<file path="src/source/gat_macros.svh">
`ifndef GAT_MACROS_SVH
`define GAT_MACROS_SVH

// ============================================================
// Weight matrix geometry
// ============================================================

// Rows of W, one bank entry per row
`define W_ROWS 8

// Columns of W, one bank per column
`define W_COLS 4

// Width of one weight or attention element
`define DATA_WIDTH 8

// Attention vector length, twice the column count
`define A_DEPTH 8

// Receive buffer depth and initial sender credit count
`define CREDITS 4

`endif

</file>
<file path="src/source/gat_pkg.sv">
`include "gat_macros.svh"

package gat_pkg;

  // One weight or attention coefficient
  typedef logic [`DATA_WIDTH-1:0] weight_t;

  // Beat from the upstream sender
  typedef struct packed {
    logic    valid;
    weight_t data;
  } load_beat_t;

  // Write command to the column banks, col_sel is one-hot
  typedef struct packed {
    logic [`W_COLS-1:0]         col_sel;
    logic [$clog2(`W_ROWS)-1:0] row;
    weight_t                    data;
  } bank_write_t;

  // Write command to the attention register
  typedef struct packed {
    logic                        en;
    logic [$clog2(`A_DEPTH)-1:0] idx;
    weight_t                     data;
  } attn_write_t;

  // Request for one row of W
  typedef struct packed {
    logic                       valid;
    logic [$clog2(`W_ROWS)-1:0] row;
  } row_read_t;

  // One W row across all column banks
  typedef weight_t [`W_COLS-1:0] w_row_t;

  // Whole attention vector
  typedef weight_t [`A_DEPTH-1:0] a_vec_t;

  typedef enum logic [1:0] {
    IDLE,
    LOAD_W,
    LOAD_A,
    DONE
  } load_state_t;

endpackage

</file>
<file path="src/source/credit_rx_fifo.sv">
`include "gat_macros.svh"

module credit_rx_fifo
  import gat_pkg::*;
(
  input  logic       clk,
  input  logic       rst_n,
  input  load_beat_t beat,
  input  logic       pop,
  output weight_t    head,
  output logic       head_valid,
  output logic       credit_return
);

  localparam int PTR_W = $clog2(`CREDITS);
  localparam int CNT_W = $clog2(`CREDITS + 1);

  weight_t            mem [`CREDITS];
  logic [PTR_W-1:0]   wr_ptr;
  logic [PTR_W-1:0]   rd_ptr;
  logic [CNT_W-1:0]   occupancy;
  logic               push;

  assign push = beat.valid;

  // First word falls through to the head
  assign head       = mem[rd_ptr];
  assign head_valid = (occupancy != '0);

  // Payload storage
  always_ff @(posedge clk) begin
    if (push) begin
      mem[wr_ptr] <= beat.data;
    end
  end

  // ============================================================
  // Pointers, occupancy and credit return
  // ============================================================
  always_ff @(posedge clk or negedge rst_n) begin
    if (!rst_n) begin
      wr_ptr        <= '0;
      rd_ptr        <= '0;
      occupancy     <= '0;
      credit_return <= 1'b0;
    end else begin
      if (push) begin
        wr_ptr <= (wr_ptr == PTR_W'(`CREDITS - 1)) ? '0 : wr_ptr + 1'b1;
      end
      if (pop) begin
        rd_ptr <= (rd_ptr == PTR_W'(`CREDITS - 1)) ? '0 : rd_ptr + 1'b1;
      end
      case ({push, pop})
        2'b10:   occupancy <= occupancy + 1'b1;
        2'b01:   occupancy <= occupancy - 1'b1;
        default: occupancy <= occupancy;
      endcase
      // One credit back per popped beat
      credit_return <= pop;
    end
  end

endmodule

</file>
<file path="src/source/load_fsm.sv">
module load_fsm
  import gat_pkg::*;
(
  input  logic        clk,
  input  logic        rst_n,
  input  logic        load_start,
  input  logic        head_valid,
  input  logic        last_w,
  input  logic        last_a,
  output logic        pop,
  output logic        step_w,
  output logic        step_a,
  output logic        clear,
  output load_state_t phase,
  output logic        ready
);

  load_state_t state;
  load_state_t state_next;

  assign phase = state;

  // ============================================================
  // Next state and strobes
  // ============================================================
  always_comb begin
    state_next = state;
    pop        = 1'b0;
    step_w     = 1'b0;
    step_a     = 1'b0;
    clear      = 1'b0;
    case (state)
      IDLE, DONE: begin
        // Start only honored between loads
        if (load_start) begin
          clear      = 1'b1;
          state_next = LOAD_W;
        end
      end
      LOAD_W: begin
        pop    = head_valid;
        step_w = head_valid;
        if (head_valid && last_w) begin
          state_next = LOAD_A;
        end
      end
      LOAD_A: begin
        pop    = head_valid;
        step_a = head_valid;
        if (head_valid && last_a) begin
          state_next = DONE;
        end
      end
      default: state_next = IDLE;
    endcase
  end

  always_ff @(posedge clk or negedge rst_n) begin
    if (!rst_n) begin
      state <= IDLE;
      ready <= 1'b0;
    end else begin
      state <= state_next;
      // High exactly while in DONE
      ready <= (state_next == DONE);
    end
  end

endmodule

</file>
<file path="src/source/load_index_counter.sv">
`include "gat_macros.svh"

module load_index_counter (
  input  logic                        clk,
  input  logic                        rst_n,
  input  logic                        clear,
  input  logic                        step_w,
  input  logic                        step_a,
  output logic [$clog2(`W_ROWS)-1:0]  row,
  output logic [$clog2(`W_COLS)-1:0]  col,
  output logic [$clog2(`A_DEPTH)-1:0] a_idx,
  output logic                        last_w,
  output logic                        last_a
);

  localparam int ROW_W = $clog2(`W_ROWS);
  localparam int COL_W = $clog2(`W_COLS);
  localparam int IDX_W = $clog2(`A_DEPTH);

  logic col_wrap;
  logic row_wrap;

  assign col_wrap = (col == COL_W'(`W_COLS - 1));
  assign row_wrap = (row == ROW_W'(`W_ROWS - 1));

  // Final element of each phase
  assign last_w = row_wrap && col_wrap;
  assign last_a = (a_idx == IDX_W'(`A_DEPTH - 1));

  // ============================================================
  // Row-major walk over W, then over a
  // ============================================================
  always_ff @(posedge clk or negedge rst_n) begin
    if (!rst_n) begin
      row   <= '0;
      col   <= '0;
      a_idx <= '0;
    end else if (clear) begin
      row   <= '0;
      col   <= '0;
      a_idx <= '0;
    end else begin
      if (step_w) begin
        col <= col_wrap ? '0 : col + 1'b1;
        // Row moves on when the column wraps
        if (col_wrap) begin
          row <= row_wrap ? '0 : row + 1'b1;
        end
      end
      if (step_a) begin
        a_idx <= last_a ? '0 : a_idx + 1'b1;
      end
    end
  end

endmodule

</file>
<file path="src/source/weight_column_bank.sv">
`include "gat_macros.svh"

module weight_column_bank
  import gat_pkg::*;
(
  input  logic                       clk,
  input  logic                       rst_n,
  input  logic                       we,
  input  logic [$clog2(`W_ROWS)-1:0] waddr,
  input  weight_t                    wdata,
  input  logic [$clog2(`W_ROWS)-1:0] raddr,
  output weight_t                    rdata
);

  // One entry per row of W
  weight_t mem [`W_ROWS];

  always_ff @(posedge clk) begin
    if (we) begin
      mem[waddr] <= wdata;
    end
  end

  // Registered read, one cycle from address to data
  always_ff @(posedge clk or negedge rst_n) begin
    if (!rst_n) begin
      rdata <= '0;
    end else begin
      rdata <= mem[raddr];
    end
  end

endmodule

</file>
<file path="src/source/attn_vector_reg.sv">
`include "gat_macros.svh"

module attn_vector_reg
  import gat_pkg::*;
(
  input  logic        clk,
  input  logic        rst_n,
  input  attn_write_t wr,
  output a_vec_t      a_vec
);

  // ============================================================
  // Attention coefficients, one slot per write
  // ============================================================
  always_ff @(posedge clk or negedge rst_n) begin
    if (!rst_n) begin
      a_vec <= '0;
    end else if (wr.en) begin
      // Only the addressed slot changes
      a_vec[wr.idx] <= wr.data;
    end
  end

endmodule

</file>
<file path="src/source/weight_loader.sv">
`include "gat_macros.svh"

module weight_loader
  import gat_pkg::*;
(
  input  logic       clk,
  input  logic       rst_n,
  input  logic       load_start,
  input  load_beat_t beat,
  output logic       credit_return,
  input  row_read_t  rd_req,
  output w_row_t     rd_row,
  output logic       rd_valid,
  output a_vec_t     a_vec,
  output logic       ready
);

  weight_t                     head;
  logic                        head_valid;
  logic                        pop;
  logic                        step_w;
  logic                        step_a;
  logic                        clear;
  load_state_t                 phase;
  logic [$clog2(`W_ROWS)-1:0]  row;
  logic [$clog2(`W_COLS)-1:0]  col;
  logic [$clog2(`A_DEPTH)-1:0] a_idx;
  logic                        last_w;
  logic                        last_a;
  bank_write_t                 bank_wr;
  attn_write_t                 attn_wr;

  // ============================================================
  // Receive path and sequencing
  // ============================================================
  credit_rx_fifo rx_fifo_i (
    .clk(clk), .rst_n(rst_n), .beat(beat), .pop(pop),
    .head(head), .head_valid(head_valid), .credit_return(credit_return)
  );

  load_fsm fsm_i (
    .clk(clk), .rst_n(rst_n), .load_start(load_start), .head_valid(head_valid),
    .last_w(last_w), .last_a(last_a), .pop(pop), .step_w(step_w),
    .step_a(step_a), .clear(clear), .phase(phase), .ready(ready)
  );

  load_index_counter counter_i (
    .clk(clk), .rst_n(rst_n), .clear(clear), .step_w(step_w), .step_a(step_a),
    .row(row), .col(col), .a_idx(a_idx), .last_w(last_w), .last_a(last_a)
  );

  // Steer the popped head by phase
  always_comb begin
    bank_wr.col_sel = (pop && phase == LOAD_W) ? (`W_COLS'(1) << col) : '0;
    bank_wr.row     = row;
    bank_wr.data    = head;
    attn_wr.en      = pop && (phase == LOAD_A);
    attn_wr.idx     = a_idx;
    attn_wr.data    = head;
  end

  // ============================================================
  // Column banks and attention vector
  // ============================================================
  for (genvar c = 0; c < `W_COLS; c++) begin : g_bank
    weight_column_bank bank_i (
      .clk(clk), .rst_n(rst_n), .we(bank_wr.col_sel[c]), .waddr(bank_wr.row),
      .wdata(bank_wr.data), .raddr(rd_req.row), .rdata(rd_row[c])
    );
  end

  attn_vector_reg attn_i (.clk(clk), .rst_n(rst_n), .wr(attn_wr), .a_vec(a_vec));

  // Matches the bank read latency
  always_ff @(posedge clk or negedge rst_n) begin
    if (!rst_n) begin
      rd_valid <= 1'b0;
    end else begin
      rd_valid <= rd_req.valid;
    end
  end

endmodule

</file>
<file path="config.mk">
export PLATFORM = sky130hd
export DESIGN_NAME = weight_loader
export DESIGN_NICKNAME = d
export VERILOG_FILES = /design/src/source/gat_pkg.sv /design/src/source/credit_rx_fifo.sv /design/src/source/load_fsm.sv /design/src/source/load_index_counter.sv /design/src/source/weight_column_bank.sv /design/src/source/attn_vector_reg.sv /design/src/source/weight_loader.sv
export VERILOG_INCLUDE_DIRS = /design/src /design/src/source
export SDC_FILE = /design/constraint.sdc
export NUM_CORES = 1
export LEC_CHECK = 0
export BUFFER_PORTS_ARGS = -buffer_cell sky130_fd_sc_hd__buf_2
export CORE_MARGIN = 2
export CORE_UTILIZATION = 50
export CTS_CLUSTER_DIAMETER = 120
export DETAILED_ROUTE_END_ITERATION = 7
export PLACE_DENSITY = 0.73
export RECOVER_POWER = 50
export SLEW_MARGIN = 20
export SYNTH_ARGS = -nofsm -noshare
export SYNTH_HDL_FRONTEND = slang
export SYNTH_SLANG_ARGS = --single-unit
</file>
<file path="constraint.sdc">
create_clock -name clk -period 3.3 [get_ports clk]
set_clock_uncertainty 0.15 [all_clocks]
set_input_delay 0.33 -clock clk [delete_from_list [all_inputs] [get_ports clk]]
set_output_delay 0.33 -clock clk [all_outputs]
set_load 0.03 [all_outputs]
</file>
# After elaboration in Yosys (flattened, before gate mapping)
# Memory sizes are Yosys's and may differ from the RTL's. A register that Yosys moved wholly into a read port is not among the register bits.
# Cells that the tools add are included.
# op_classes
n_eq_ne,11
n_lt_le_gt_ge,2
addsub,7
mux,36
shift,1
n_reduce_logical,19
# ops
operator,count
bitwise mux 64 bit,1
demux 8 bit (select 3 bit),1
two-way mux 3 bit,7
two-way mux 2 bit,8
two-way mux 1 bit,15
equality test 2 bit (second input constant),7
adder 3 x 1 -> 3 bit (second input constant),3
two-way mux 8 bit,1
nonzero test 2 bit,4
adder 2 x 1 -> 2 bit (second input constant),3
equality test 3 bit (second input constant),2
logical AND 1 bit,6
one-hot mux 2 bit (3 select lines),1
one-hot mux 3 bit (2 select lines),1
equality test 2 x 1 -> 1 bit (second input constant),2
logical NOT 1 bit,4
< comparator 3 x 4 -> 1 bit (second input constant),1
two-way mux 4 bit,1
OR reduction 2 bit,2
<< shifter 1 x 2 -> 4 bit (first input constant),1
greater-or-equal comparator 3 x 1 -> 1 bit (second input constant),1
nonzero test 3 bit,1
subtractor 3 x 1 -> 3 bit (second input constant),1
logical NOT 2 bit,1
AND reduction 2 bit,1
# word_totals
regBits,84
word_cells,99
output_inout_bits,99
mem_count,5
input_bits,16
ramBits,288
# memory_table
memory,depth,word_bits,rd,rd_clocked_by_memory_dff,wr,line_no,rtl
g_bank[0].bank_i.mem,8,8,1,1,1,weight_column_bank.sv:16,weight_t mem [`W_ROWS];
g_bank[1].bank_i.mem,8,8,1,1,1,weight_column_bank.sv:16,
g_bank[2].bank_i.mem,8,8,1,1,1,weight_column_bank.sv:16,
g_bank[3].bank_i.mem,8,8,1,1,1,weight_column_bank.sv:16,
rx_fifo_i.mem,4,8,1,0,1,credit_rx_fifo.sv:18,weight_t mem [`CREDITS];

# Longest topological paths before layout
# depth
depth_word,7
ltp_mapped,10
mapped_depth_nobuf,9

# By module
# A second synthesis with hierarchy kept.
# unflattened
hier_cells,752
hier_area_um2,15727.6
# modules_own_cells
module,seq_area_each_um2,area_per_inst_um2,n_inst,cells_per_inst
weight_column_bank,2122.0,2731.4,4,114
attn_vector_reg,1601.5,2452.4,1,143
credit_rx_fifo,1161.1,1591.5,1,81
load_index_counter,200.2,439.2,1,37
load_fsm,75.1,242.7,1,25
weight_loader,25.0,76.3,1,10

# Least setup slack after synthesis
# No wires, ideal clock.
# synth_path
path_kind,register to register
start,register fsm_i.state[0] (netlist: fsm_i.phase[0])
end,register rx_fifo_i.occupancy[2]
synth_period_minus_slack_ps,2291
path_stages_with_launch,11
slack_ps,1009
setup_ps,79
required_ps,3071
arrival_ps,2061
n_path_buf,1
cell_sequence,dfrtp_1 > inv_1 > ha_1 > buf_2 > nor2_1 > ha_1 > inv_1 > fa_1 > xor2_1 > nor2_1 > xor2_1
# synth_via
elab_chain_len,5
elab_cells_between_ends,8
classes_between,4 x eq/ne; 2 x mux; 2 x reduce/logical
# synth_lines
element,line_no,rtl
"start, declared",load_fsm.sv:18,load_state_t state;
"start signal, assigned",load_fsm.sv:63,state <= state_next;
equality test 2 x 1 -> 1 bit / equality test 2 bit (equally long branches),load_fsm.sv:32,case (state)
OR reduction 2 bit (no line) *,n/a,
two-way mux 1 bit *,load_fsm.sv:32,
net fsm_i.pop,load_fsm.sv:10,"output logic pop,"
equality test 2 x 1 -> 1 bit / equality test 2 bit (equally long branches),credit_rx_fifo.sv:53,"case ({push, pop})"
one-hot mux 3 bit (2 select lines) / nonzero test 2 bit (equally long branches),n/a,
"end signal, assigned",credit_rx_fifo.sv:54,2'b10: occupancy <= occupancy + 1'b1;
"end signal, assigned",credit_rx_fifo.sv:55,2'b01: occupancy <= occupancy - 1'b1;
"end signal, assigned",credit_rx_fifo.sv:56,default: occupancy <= occupancy;
"end, declared",credit_rx_fifo.sv:21,logic [CNT_W-1:0] occupancy;
# Mark *: on every way through the listed nets, which the timed path passes. The rest lies on a longest branch.
# A chain may end at the register's enable or synchronous reset.

# Worst setup path in the final report
# layout_path
start,register fsm_i.state[0] (netlist: fsm_i.phase[0])
end,memory g_bank[1].bank_i.mem[7][0] in the netlist's numbering (enable)
# layout_via
elab_chain_len,7
elab_cells_between_ends,8
classes_between,2 x eq/ne; 4 x mux; 2 x reduce/logical
# layout_lines
element,line_no,rtl
equality test 2 x 1 -> 1 bit / equality test 2 bit (equally long branches),"load_fsm.sv:32, weight_loader.sv:54",
OR reduction 2 bit (no line),n/a,
two-way mux 1 bit,load_fsm.sv:32,
logical AND 1 bit *,weight_loader.sv:54,bank_wr.col_sel = (pop && phase == LOAD_W) ? (`W_COLS'(1) << col) : '0;
two-way mux 4 bit *,weight_loader.sv:54,
two-way mux 1 bit *,weight_column_bank.sv:19,if (we) begin
two-way mux 1 bit (not written as such) *,weight_column_bank.sv:20,mem[waddr] <= wdata;
"end, declared",weight_column_bank.sv:16,
# Mark *: on every way between the ends. The rest lies on a longest branch, timed or not.

==> flow_metrics.py <==
metrics = {
    "clocking": {
        "cts.repair.resized": 0,
        "insertion_delay_ps": 540,
        "cts_setup_buffers": 0,
        "cts_sinks": 404,
        "path_clk_slew_ps": 60,
        "tritoncts": "done",
        "clock_path_buffers": 3,
        "numCtsBuffers": 41,
        "clockRootBuffer": "clkbuf_16",
        "htreeDepth": 2,
    },
    "placed_design": {
        "dp_hpwl_um": 18160,
        "place.gp.congestion": 0.7666,
        "place_ws_ps": 454.2,
        "port_buffers": 114,
    },
    "finish": {
        "fin_nets": 935,
        "num_antenna_cells": 0,
        "drive_above_1_share": 0.2717,
        "multi_input_area_um2": 3679,
        "register_area_um2": 11550,
        "synthToLayoutAreaGrowth_pct": 15.30,
        "nFillCells": 2237,
    },
    "critical_path": {
        "path_delay_family": "simple AND/OR/NAND/NOR gates",
        "slowest_stage": "nor2_1",
        "crit_required_ps": 3300,
        "cp.arrival_ps": 2840,
        "crit_buf_inv": 1,
        "crit_type": "flop to flop",
        "path_cells": "inv_1 > ha_1 > nor2b_1 > nand3_1 > nor2_1",
        "end_kind": "flop",
        "slowest_delay_ps": 630,
        "crit_path_max_fanout": 10,
        "cp-start-kind": "flop",
        "r2r_slack_ps": 460,
    },
    "floorplan": {
        "io_pins": 115,
        "dieArea_um2": 32250,
        "fp.coreArea_um2": 30510,
        "rows": 64,
        "die_height_um": 179.6,
        "die_x_um": 179.6,
        "start_util": 0.5052,
    },
    "worst_hold_path": {
        "hp-class": "primary input to flop",
    },
    "sta": {
        "finalMaxSlewViolations": 33,
        "fin_crit_ps": 2840,
        "setup-tns-final_ps": 0,
        "fin_ws_ps": 460.1,
        "worst_pin_slew_ps": 2048,
        "hold-worst-slack_ps": 43.51,
        "fmax_mhz": 352.1,
        "rsz0062_at_grt": "false",
        "setup_viol": 0,
        "hold_viol_final": 0,
        "period_share": 0.8606,
        "slew_headroom": -0.3651,
    },
    "grt": {
        "grt_busiest_layer": "met2",
        "use_met1": 0.2725,
        "antenna_found_initial": 0,
        "grt_use_total": 0.1945,
        "grt_max_degree": 65,
        "grt_pass1_vias": 7970,
        "met3_usage": 0.04032,
        "grt_util_met2": 0.3159,
        "overflow": 0,
        "grt_first_pass_wirelength_um": 48230,
    },
    "power_and_ir_drop": {
        "vdd.ir_drop.worst_mv": 0.4792,
        "p_leak_nw": 6.426,
        "p_per_area_nw_per_um2": 748.6,
    },
    "yosys": {
        "avgSynthCellArea_um2": 20.69,
        "synth_nets": 778,
        "ys_seq_area_frac": 0.7494,
        "syn_area_um2": 15410,
        "yosys-top-cells-area": "edfxtp_1, dfrtp_1, mux4_2",
        "synth_top_area_frac": 0.5610,
        "synth_top_area_cell": "edfxtp_1",
        "ys_ff_latch": 404,
        "syn_inst": 745,
        "yosysWarningCount": 0,
        "synth_cell_type_count": 38,
    },
    "route": {
        "vias_per_cell": 5.675,
        "wire_per_inst_um": 23.14,
        "wl_um": 30790,
        "ant_nets": 0,
        "drt_iter0_drc": 564,
        "vias": 7553,
        "drc": 0,
        "first_pass_iters": 5,
    },
    "job": {
        "cap_violations": 1,
    },
    "status": {
        "status": "finished, violations left",
        "failed_checks": "max-capacitance violations, max-slew violations",
    },
}
-- cell usage after synthesis --
cell type / instances
dfrtp_1: 116
nand3_2: 1
nor3_4: 2
mux2_2: 98
edfxtp_1: 288
nor2_1: 38
a21oi_1: 7
buf_1: 4
nor2b_1: 2
or3b_2: 3
xnor2_1: 1
nand4_1: 1
buf_2: 11
nand3_1: 10
nor3b_4: 2
clkbuf_1: 12
ha_1: 16
nor4b_4: 2
or3_1: 5
o31ai_1: 3
o21ai_0: 5
a32oi_1: 1
a221oi_2: 1
and2_1: 5
nor4_4: 1
nand3b_1: 3
inv_1: 11
nand4b_2: 2
a41o_1: 1
fa_1: 1
nand3b_4: 1
o311ai_0: 1
xor2_1: 2
buf_6: 2
mux2i_1: 1
nand2_1: 12
or3_4: 1
mux4_2: 72
-- timing repair --
action | CTS | global route
hold buffers | 11 | 0
hold endpoints to repair | 66 | 0
setup endpoints to repair | 0 | 0
-- worst register-to-register path, stage by stage, from the launching register on --
cell,delay [ps]
dfrtp_1,390
inv_1,60
ha_1,420
nor2b_1,430
nand3_1,380
nor2_1,640
-- registers in the layout (all words and copies together) (netlist names) --
register,flops
rx_fifo_i.occupancy,3
rx_fifo_i.mem,32
fsm_i.phase,2
counter_i.row,3
counter_i.a_idx,3
rd_valid,1
g_bank.bank_i.rdata,32
fsm_i.ready,1
rx_fifo_i.wr_ptr,2
rx_fifo_i.credit_return,1
g_bank.bank_i.mem,256
rx_fifo_i.rd_ptr,2
attn_i.a_vec,64
counter_i.col,2
-- where the power goes --
group	total (W)	switching [W]	internal, W
clock network	0.00451	0.00184	0.00267
logic	0.00218	0.00165	0.000531
registers	0.00661	0.000209	0.00640
total	0.0133	0.00370	0.00961
-- per-stage QoR --
stage | cells | instance area [µm²] | util | power [W]
after floorplan | 745 | 15410 | - | 0.007963
after global placement | 1244 | 16520 | 0.5415 | 0.008887
after detailed placement | 1244 | 16520 | 0.5415 | 0.008967
after CTS | 1331 | 17950 | 0.5882 | 0.01347
after global routing | 1331 | 17770 | 0.5826 | 0.01381
final | 1331 | 17770 | 0.5826 | 0.01331
-- kinds of logic after synthesis --
family | after synthesis | share of synthesized area
compound gates | 19 | 0.008116
xor+xnor | 3 | 0.001705
fa+ha+maj | 17 | 0.01429
mux | 171 | 0.1774
simple gates | 91 | 0.03750
flops | 404 | 0.7494
buf+inv | 40 | 0.01161
-- layout by cell type (no fill, tap or decap), drive strengths merged, types with 4 or more instances in the layout --
master and n:
nand2 12, o21ai 5, and2 5, clkbuf 172
inv 12, dfrtp 116, edfxtp 288, mux4 72
a21oi 7, nor2 38, nand3b 4, or3 6
buf 19, ha 16, mux2 98, clkinv 12
dlygate4sd3 11, nand3 11
-- worst paths after layout --
path	cells past startpoint	startpoint	end
max	5	fsm_i.phase[0]	g_bank[1].bank_i.mem[7][0]
min	3	load_start	fsm_i.phase[0]
max reg2reg	5	fsm_i.phase[0]	g_bank[1].bank_i.mem[7][0]
min reg2reg	1	attn_i.a_vec[33]	attn_i.a_vec[33]
max in group asynchronous	3	rst_n	attn_i.a_vec[58]
min in group asynchronous	2	rst_n	g_bank[0].bank_i.rdata[5]
-- cell type report --
cell class / instances / area share
flip-flops and latches: 404 / 0.6499
multi-input cells: 301 / 0.2070
clock buffers: 59 / 0.06505
repair buffers: 143 / 0.03893
well taps: 396 / 0.02788
clock inverters: 17 / 0.008940
inverters: 11 / 0.002323
-- per-layer routing --
layer	vias up	wire length, µm
met1	3960	13120
li1	3270	-
met3	51	1881
met2	272	15130
met5	-	0
met4	0	657
No activity file was read; power rests on OpenSTA's default activity.
